### src/include/loop_defines.svh
`ifndef LOOP_DEFINES_SVH
`define LOOP_DEFINES_SVH

// Datapath widths
`define LOOP_DATA_W         32
`define LOOP_EXT_W          16
`define LOOP_SHIFT_W        5
`define LOOP_GAIN_SEL_W     6

// Hard bound on the integrator accumulator magnitude
`define LOOP_INT_LIMIT      2000000000

// Shift used after reset and for gain selects above 15
`define LOOP_DEFAULT_SHIFT  5

`endif

### src/source/loop_pkg.sv
`default_nettype none

`include "loop_defines.svh"

package loop_pkg;

    typedef enum logic [3:0] {
        NORMAL    = 4'd0,
        CAL_DIFF  = 4'd1,   // Offset capture after a gain change
        SAT_POS   = 4'd2,
        SAT_NEG   = 4'd3,
        LIMIT_POS = 4'd4,
        LIMIT_NEG = 4'd5
    } loop_state_e;

    typedef struct packed {
        logic [`LOOP_GAIN_SEL_W-1:0]     gain_sel;
        logic [`LOOP_SHIFT_W-1:0]        p_shift;      // Proportional shift
        logic                            gain_mode;    // Bumpless gain change
        logic                            add_ext;
        logic                            zero;
        logic signed [`LOOP_DATA_W-1:0]  saturation;   // Symmetric clamp level
    } loop_ctrl_t;

    typedef struct packed {
        logic                            valid;
        logic signed [`LOOP_DATA_W-1:0]  data;
    } err_sample_t;

    typedef struct packed {
        logic                            valid;
        logic signed [`LOOP_DATA_W-1:0]  value;        // Clamped scaled integral
        logic signed [`LOOP_DATA_W-1:0]  err;          // Sample behind this value
    } int_result_t;

endpackage

`default_nettype wire

### src/source/gain_tracker.sv
`default_nettype none

`include "loop_defines.svh"

module gain_tracker (
    input  wire logic                        i_clk,
    input  wire logic                        i_rst_n,
    input  wire logic [`LOOP_GAIN_SEL_W-1:0] i_gain_sel,
    output logic                             o_gain_change,
    output logic [`LOOP_SHIFT_W-1:0]         o_shift_idx
);

    localparam int SEL_W    = `LOOP_GAIN_SEL_W;
    localparam int SHIFT_W  = `LOOP_SHIFT_W;
    localparam int MAX_SEL  = 15;

    localparam logic [SEL_W-1:0]   RST_SEL   = SEL_W'(`LOOP_DEFAULT_SHIFT);
    localparam logic [SHIFT_W-1:0] DEF_SHIFT = SHIFT_W'(`LOOP_DEFAULT_SHIFT);

    logic [SEL_W-1:0] gain_sel_q;   // Last seen gain select

    always_ff @(posedge i_clk or negedge i_rst_n) begin
        if (!i_rst_n) begin
            gain_sel_q    <= RST_SEL;
            o_gain_change <= 1'b0;
            o_shift_idx   <= DEF_SHIFT;
        end else begin
            o_gain_change <= (i_gain_sel != gain_sel_q);
            gain_sel_q    <= i_gain_sel;
            // Map one cycle behind the registered copy
            if (gain_sel_q <= SEL_W'(MAX_SEL)) begin
                o_shift_idx <= gain_sel_q[SHIFT_W-1:0];
            end else begin
                o_shift_idx <= DEF_SHIFT;   // Out of range codes
            end
        end
    end

endmodule

`default_nettype wire

### src/source/integrator_core.sv
`default_nettype none

`include "loop_defines.svh"

module integrator_core
    import loop_pkg::*;
(
    input  wire logic                     i_clk,
    input  wire logic                     i_rst_n,
    input  wire err_sample_t              i_err,
    input  wire loop_ctrl_t               i_ctrl,
    input  wire logic                     i_gain_change,
    input  wire logic [`LOOP_SHIFT_W-1:0] i_shift_idx,
    output int_result_t                   o_result,
    output logic                          o_saturated
);

    localparam int DATA_W = `LOOP_DATA_W;
    localparam int WIDE_W = `LOOP_DATA_W + 2;   // Headroom for sums of two words

    localparam logic signed [WIDE_W-1:0] LIMIT_P = WIDE_W'(`LOOP_INT_LIMIT);
    localparam logic signed [WIDE_W-1:0] LIMIT_N = -LIMIT_P;

    loop_state_e               state_q;
    loop_state_e               state_d;

    logic signed [DATA_W-1:0]  acc_q;        // Integrator accumulator
    logic signed [DATA_W-1:0]  acc_used_q;   // Accumulator behind value_q
    logic signed [WIDE_W-1:0]  offset_q;     // Bumpless offset
    logic signed [DATA_W-1:0]  value_q;      // Clamped scaled integral

    logic                      stg1_valid_q;
    logic signed [DATA_W-1:0]  stg1_err_q;
    logic                      res_valid_q;
    logic signed [DATA_W-1:0]  res_err_q;

    logic signed [WIDE_W-1:0]  sat_p;
    logic signed [WIDE_W-1:0]  sat_n;
    logic signed [DATA_W-1:0]  acc_shift;
    logic signed [DATA_W-1:0]  used_shift;
    logic signed [WIDE_W-1:0]  offset_eff;
    logic signed [WIDE_W-1:0]  off_term;
    logic signed [WIDE_W-1:0]  raw;
    logic signed [WIDE_W-1:0]  sum;
    logic                      hold_pos;
    logic                      hold_neg;
    logic signed [DATA_W-1:0]  acc_next;
    logic signed [DATA_W-1:0]  value_next;

    assign sat_p      = WIDE_W'(i_ctrl.saturation);
    assign sat_n      = -sat_p;
    assign acc_shift  = acc_q >>> i_shift_idx;
    assign used_shift = acc_used_q >>> i_shift_idx;

    // In CAL_DIFF the new offset is already used by a result computed that cycle
    always_comb begin
        offset_eff = offset_q;
        if (state_q == CAL_DIFF) begin
            if (i_ctrl.gain_mode) begin
                offset_eff = WIDE_W'(value_q) - WIDE_W'(used_shift);
            end else begin
                offset_eff = WIDE_W'(0);
            end
        end
    end

    always_comb begin
        off_term = WIDE_W'(0);
        if (i_ctrl.gain_mode) begin
            off_term = offset_eff;
        end
    end

    assign raw = WIDE_W'(acc_shift) + off_term;   // Scaled integral before the clamp

    always_comb begin
        if (raw > sat_p) begin
            value_next = DATA_W'(sat_p);
        end else if (raw < sat_n) begin
            value_next = DATA_W'(sat_n);
        end else begin
            value_next = DATA_W'(raw);
        end
    end

    // No integration further into an active clamp
    assign hold_pos = (raw > sat_p) && (i_err.data > 0);
    assign hold_neg = (raw < sat_n) && (i_err.data < 0);

    assign sum = WIDE_W'(acc_q) + WIDE_W'(i_err.data);

    always_comb begin
        if (hold_pos || hold_neg) begin
            acc_next = acc_q;
        end else if (sum > LIMIT_P) begin
            acc_next = DATA_W'(LIMIT_P);   // Pin at the hard limit
        end else if (sum < LIMIT_N) begin
            acc_next = DATA_W'(LIMIT_N);
        end else begin
            acc_next = DATA_W'(sum);
        end
    end

    // State follows each result; a gain change takes priority
    always_comb begin
        state_d = state_q;
        if (i_gain_change) begin
            state_d = CAL_DIFF;
        end else if (stg1_valid_q) begin
            if (raw > sat_p) begin
                state_d = SAT_POS;
            end else if (raw < sat_n) begin
                state_d = SAT_NEG;
            end else if (WIDE_W'(acc_q) >= LIMIT_P) begin
                state_d = LIMIT_POS;
            end else if (WIDE_W'(acc_q) <= LIMIT_N) begin
                state_d = LIMIT_NEG;
            end else begin
                state_d = NORMAL;
            end
        end else if (state_q == CAL_DIFF) begin
            state_d = NORMAL;
        end
    end

    always_ff @(posedge i_clk or negedge i_rst_n) begin
        if (!i_rst_n) begin
            state_q      <= NORMAL;
            acc_q        <= '0;
            acc_used_q   <= '0;
            offset_q     <= '0;
            value_q      <= '0;
            stg1_valid_q <= 1'b0;
            res_valid_q  <= 1'b0;
        end else if (i_ctrl.zero) begin
            state_q      <= NORMAL;   // Clear the loop and drop samples in flight
            acc_q        <= '0;
            acc_used_q   <= '0;
            offset_q     <= '0;
            value_q      <= '0;
            stg1_valid_q <= 1'b0;
            res_valid_q  <= 1'b0;
        end else begin
            state_q      <= state_d;
            stg1_valid_q <= i_err.valid;
            res_valid_q  <= stg1_valid_q;
            if (i_err.valid) begin
                acc_q <= acc_next;   // Stage 1
            end
            if (state_q == CAL_DIFF) begin
                offset_q <= offset_eff;
            end
            if (stg1_valid_q) begin
                value_q    <= value_next;   // Stage 2
                acc_used_q <= acc_q;
            end
        end
    end

    // Error travels alongside for the proportional path
    always_ff @(posedge i_clk) begin
        if (i_err.valid) begin
            stg1_err_q <= i_err.data;
        end
        if (stg1_valid_q) begin
            res_err_q <= stg1_err_q;
        end
    end

    assign o_result    = '{valid: res_valid_q, value: value_q, err: res_err_q};
    assign o_saturated = state_q inside {SAT_POS, SAT_NEG, LIMIT_POS, LIMIT_NEG};

endmodule

`default_nettype wire

### src/source/pi_output_stage.sv
`default_nettype none

`include "loop_defines.svh"

module pi_output_stage
    import loop_pkg::*;
(
    input  wire logic                          i_clk,
    input  wire logic                          i_rst_n,
    input  wire int_result_t                   i_result,
    input  wire loop_ctrl_t                    i_ctrl,
    input  wire logic signed [`LOOP_EXT_W-1:0] i_ext_sig,
    output logic signed [`LOOP_DATA_W-1:0]     o_out,
    output logic                               o_out_valid
);

    localparam int DATA_W = `LOOP_DATA_W;
    localparam int WIDE_W = `LOOP_DATA_W + 2;

    logic signed [WIDE_W-1:0] sat_p;
    logic signed [WIDE_W-1:0] sat_n;
    logic signed [DATA_W-1:0] err_shift;
    logic signed [WIDE_W-1:0] ext_term;
    logic signed [WIDE_W-1:0] sum;
    logic signed [DATA_W-1:0] sum_clamped;

    assign sat_p     = WIDE_W'(i_ctrl.saturation);
    assign sat_n     = -sat_p;
    assign err_shift = i_result.err >>> i_ctrl.p_shift;   // Proportional term

    always_comb begin
        ext_term = WIDE_W'(0);
        if (i_ctrl.add_ext) begin
            ext_term = WIDE_W'(i_ext_sig);   // Sign extended
        end
    end

    assign sum = WIDE_W'(i_result.value) + WIDE_W'(err_shift) + ext_term;

    always_comb begin
        if (sum > sat_p) begin
            sum_clamped = DATA_W'(sat_p);
        end else if (sum < sat_n) begin
            sum_clamped = DATA_W'(sat_n);
        end else begin
            sum_clamped = DATA_W'(sum);
        end
    end

    always_ff @(posedge i_clk or negedge i_rst_n) begin
        if (!i_rst_n) begin
            o_out       <= '0;
            o_out_valid <= 1'b0;
        end else if (i_ctrl.zero) begin
            o_out       <= '0;
            o_out_valid <= 1'b0;
        end else begin
            o_out_valid <= i_result.valid;
            if (i_result.valid) begin
                o_out <= sum_clamped;   // Holds between strobes
            end
        end
    end

endmodule

`default_nettype wire

### src/source/pi_loop_filter.sv
`default_nettype none

`include "loop_defines.svh"

module pi_loop_filter
    import loop_pkg::*;
(
    input  wire logic                          i_clk,
    input  wire logic                          i_rst_n,
    input  wire err_sample_t                   i_err,
    input  wire loop_ctrl_t                    i_ctrl,
    input  wire logic signed [`LOOP_EXT_W-1:0] i_ext_sig,
    output logic signed [`LOOP_DATA_W-1:0]     o_out,
    output logic                               o_out_valid,
    output logic                               o_saturated
);

    logic                      gain_change;
    logic [`LOOP_SHIFT_W-1:0]  shift_idx;
    int_result_t               int_result;

    gain_tracker gain_tracker_inst (
        .i_clk         (i_clk),
        .i_rst_n       (i_rst_n),
        .i_gain_sel    (i_ctrl.gain_sel),
        .o_gain_change (gain_change),
        .o_shift_idx   (shift_idx)
    );

    integrator_core integrator_core_inst (
        .i_clk         (i_clk),
        .i_rst_n       (i_rst_n),
        .i_err         (i_err),
        .i_ctrl        (i_ctrl),
        .i_gain_change (gain_change),
        .i_shift_idx   (shift_idx),
        .o_result      (int_result),
        .o_saturated   (o_saturated)
    );

    pi_output_stage pi_output_stage_inst (
        .i_clk         (i_clk),
        .i_rst_n       (i_rst_n),
        .i_result      (int_result),
        .i_ctrl        (i_ctrl),
        .i_ext_sig     (i_ext_sig),
        .o_out         (o_out),
        .o_out_valid   (o_out_valid)
    );

endmodule

`default_nettype wire

### config.mk
export PLATFORM = sky130hd
export DESIGN_NAME = pi_loop_filter
export DESIGN_NICKNAME = d
export VERILOG_FILES = /design/src/source/loop_pkg.sv /design/src/source/gain_tracker.sv /design/src/source/integrator_core.sv /design/src/source/pi_output_stage.sv /design/src/source/pi_loop_filter.sv
export VERILOG_INCLUDE_DIRS = /design/src /design/src/include
export SDC_FILE = /design/constraint.sdc
export NUM_CORES = 1
export LEC_CHECK = 0
export ABC_AREA = 1
export BUFFER_PORTS_ARGS = -buffer_cell sky130_fd_sc_hd__buf_2
export CORE_AREA = 2 2 297 299
export CTS_CLUSTER_DIAMETER = 120
export DETAILED_ROUTE_END_ITERATION = 16
export DIE_AREA = 0 0 299 301
export PLACE_DENSITY = 0.62
export SYNTH_ARGS = -nofsm -noshare
export SYNTH_HDL_FRONTEND = slang
export SYNTH_HIERARCHICAL = 1
export SYNTH_SLANG_ARGS = --single-unit
### constraint.sdc
create_clock -name i_clk -period 8 [get_ports i_clk]
set_input_delay 0.4 -clock i_clk [delete_from_list [all_inputs] [get_ports i_clk]]
set_output_delay 0.4 -clock i_clk [all_outputs]
set_load 0.01 [all_outputs]
==> reports/metrics.cfg <==
[synthesis]
avgSynthCellArea_sq_um = 6.402
synth_top_area_share_pct = 16.79
yosysSeqAreaShare_pct = 21.40
synth_cell_types = 74
syn_nets = 5094
synthFlopType = dfrtp_1
yosys.area.top_type = nand2_1
synth_edf_count = 64
syn_area_sq_um = 30060
async_reset_ff_share_pct = 73.77
ys_ff_latch = 244
netlist_top_cells_area = nand2_1 17%, dfrtp_1 15%, ha_1 11%
netlist_instances = 4695
ys.warnings.count = 6

[floorplanning]
die-width_um = 299
num_io_pins = 131
die-area_sq_um = 90000
core-area_sq_um = 86480
start_util_pct = 34.75
die_h_um = 301
rows = 108

[place]
dpl.hpwl_um = 90550
port_buffers = 130
gp_congestion = 0.9743
place_area_sq_um = 33370
place_inst = 6062

[clock_tree]
cts_tree = built
cts_num_sinks = 244
clk_pin_slew_ps = 60
clock-root-buffer = clkbuf_16
htreeDepth = 2
clockBufferDepth = 3
clock_latency_ps = 580
cts_buffers = 34

[timing]
min_period_ps = 7719
skew_ps = 43.68
whs_ps = 99.41
tns_ps = 0
max_freq_ghz = 0.1295
rsz0062_at_grt = yes
tightest_slew_ps = 1146
max_slew_margin_pct = 23.46
hold_viol = 0
timing.final.crit_share_pct = 96.49
finalSetupViolCount = 0
drv_slew = 0

[finish]
drive_gt1_share_pct = 14.98
final_util_pct = 41.27
design_area_sq_um = 35690
finalNetCount = 5375
final_common_cell = nand2_1
final_cell_mix = 1,318 x nand2_1, 571 x inv_1, 422 x nor2_1
n_antenna_cell = 0
finalNonFillerCells = 6156
area_delta_synth_final_pct = 18.74

[global_route]
antenna_found_initial = 1
grt_usage_pct = 24.20
grt_pass1_vias = 30160
grt_pass1_wl_um = 171200
grt_max_degree = 67
grt-ovfl-total = 0

[setup_path]
r2r_cells = 47
cp.arrival_ps = 8150
critPathKind = flop to flop
cpMaxStageDelayCell = dfstp_4
cpPeakStageDelay_ps = 710
crit_start = gain_tracker_inst/o_shift_idx[0]$_DFF_PN1_
required_ps = 8430
rrSetupSlack_ps = 280
worstSetupEndpointType = flop
start_kind = flop
regToRegEndpoint = integrator_core_inst/acc_q[16]$_DFFE_PN0P_
critical_path.max_fanout = 15
crit_top_cell = o21ai_2
rr_startpoint = gain_tracker_inst/o_shift_idx[0]$_DFF_PN1_
crit_path_end = integrator_core_inst/acc_q[16]$_DFFE_PN0P_

[route]
via_per_inst = 5.229
first_pass_iters = 6
drtIter0Drc = 2896
drc_errors = 0
avgRoutedWirePerCell_um = 18.17
num_vias = 32190
routed_wl_um = 111800
antenna_left = 0

[status]
status = complete, no violations

[power_and_ir_drop]
ir_drop_v = 0.0003160
power_density_nw_per_um2 = 376.0
p_leak_nw = 18.54

[hold_path]
hold_class = input port to flop

[run]
maxCapViolCount = 0

==> metrics by stage <==
stage / setup slack, ps / total power [mW]
floorplan: 67.35 / 8.365
global placement: -76.14 / 11.12
detailed placement: -349.3 / 11.19
CTS: 6.899 / 12.99
global route: -190.6 / 14.68
finish: 280.8 / 13.42
==> worst max-delay path, delay by kind of cell, from the launching register on <==
kind	cells	cell delay, ps
flops	1	710
xor+xnor	2	430
buf+inv	5	690
compound gates	17	2790
simple gates	18	1680
fa+ha+maj	4	1130
mux	1	120
==> cell type report <==
cell class,instances,area [sq um]
fillers,9220,50800
multi-input cells,3687,21320
flip-flops and latches,244,6435
repair buffers,412,3078
inverters,597,2241
well taps,1155,1445
clock buffers,44,949.7
clock inverters,17,221.5
==> sequential cells by signal, indices dropped and copies added (netlist names) <==
signal and count:
integrator_core_inst/offset_q 34, integrator_core_inst/acc_q 32, integrator_core_inst/acc_used_q 32, integrator_core_inst/res_err_q 32
integrator_core_inst/stg1_err_q 32, integrator_core_inst/value_q 32, pi_output_stage_inst/o_out 32, gain_tracker_inst/gain_sel_q 6
gain_tracker_inst/o_shift_idx 5, integrator_core_inst/state_q 3, gain_tracker_inst/o_gain_change 1, integrator_core_inst/res_valid_q 1
integrator_core_inst/stg1_valid_q 1, pi_output_stage_inst/o_out_valid 1
==> synthesized netlist by cell type, types with 5 or more instances <==
cell type / count
nand2_1: 1344
inv_1: 574
nor2_1: 440
o21ai_0: 359
nand3_1: 323
a21oi_1: 284
ha_1: 266
dfrtp_1: 176
clkbuf_1: 117
xor2_1: 92
nand4_1: 72
edfxtp_1: 64
mux2i_1: 57
nand3_2: 46
nor3_1: 37
fa_1: 36
o22ai_1: 35
nor4_1: 27
xnor2_1: 27
a21o_1: 19
o211ai_1: 19
inv_2: 17
nand2_2: 17
buf_2: 16
or2_2: 15
a21boi_0: 14
a31oi_1: 14
buf_1: 14
o21a_1: 13
o21bai_1: 13
nor2_2: 12
buf_6: 11
o21ai_1: 11
a211oi_1: 7
nand3b_1: 7
and2_1: 6
buf_4: 6
clkinv_1: 6
a221oi_1: 5
nor2_4: 5
o2111ai_1: 5
==> layer usage <==
layer / wire [um] / vias up / global-route usage [%] / part of all wire, %
li1: - / 16050 / - / -
met1: 50720 / 14900 / 33.02 / 45
met2: 49750 / 1045 / 38.85 / 44
met3: 7150 / 190 / 3.571 / 6.4
met4: 4192 / 2 / 8.595 / 3.7
met5: 13 / - / 0 / 0.012
==> worst min-delay path by stage <==
stage,startpoint,to,slack [ps],cells past startpoint
floorplan,i_rst_n,gain_tracker_inst/gain_sel_q[1]$_DFF_PN0_,100,0
CTS,i_err[2],integrator_core_inst/stg1_err_q[2]$_DFFE_PP_,70,1
global placement,integrator_core_inst/stg1_err_q[31]$_DFFE_PP_,integrator_core_inst/res_err_q[31]$_DFFE_PP_,400,0
global route,i_err[2],integrator_core_inst/stg1_err_q[2]$_DFFE_PP_,80,1
finish,i_err[2],integrator_core_inst/stg1_err_q[2]$_DFFE_PP_,100,1
detailed placement,integrator_core_inst/stg1_err_q[22]$_DFFE_PP_,integrator_core_inst/res_err_q[22]$_DFFE_PP_,400,0
==> kinds of logic after synthesis <==
logic type	count (synthesis)	synth area share, %
compound gates	835	15.42
xor+xnor	119	3.468
fa+ha+maj	302	13.47
buf+inv	765	10.17
flops	244	21.40
mux	57	1.898
other cells	1	0.01248
simple gates	2372	34.16
==> what timing repair did <==
| item | 4_1_cts | 5_1_grt |
|---|---|---|
| setup endpoints to repair | 67 | 67 |
| gates resized for setup | 24 | 230 |
| cloned | 3 | 5 |
| pin swaps | 8 | 85 |
| buffers inserted | 7 | 14 |
| hold buffers | 7 | 0 |
| hold endpoints to repair | 56 | 0 |
==> where the power goes <==
group | internal [mW] | switching (mW)
clock network | 0.976 | 0.625
logic | 3.69 | 6.25
registers | 1.52 | 0.347
Power figures use the tool's default switching activity.
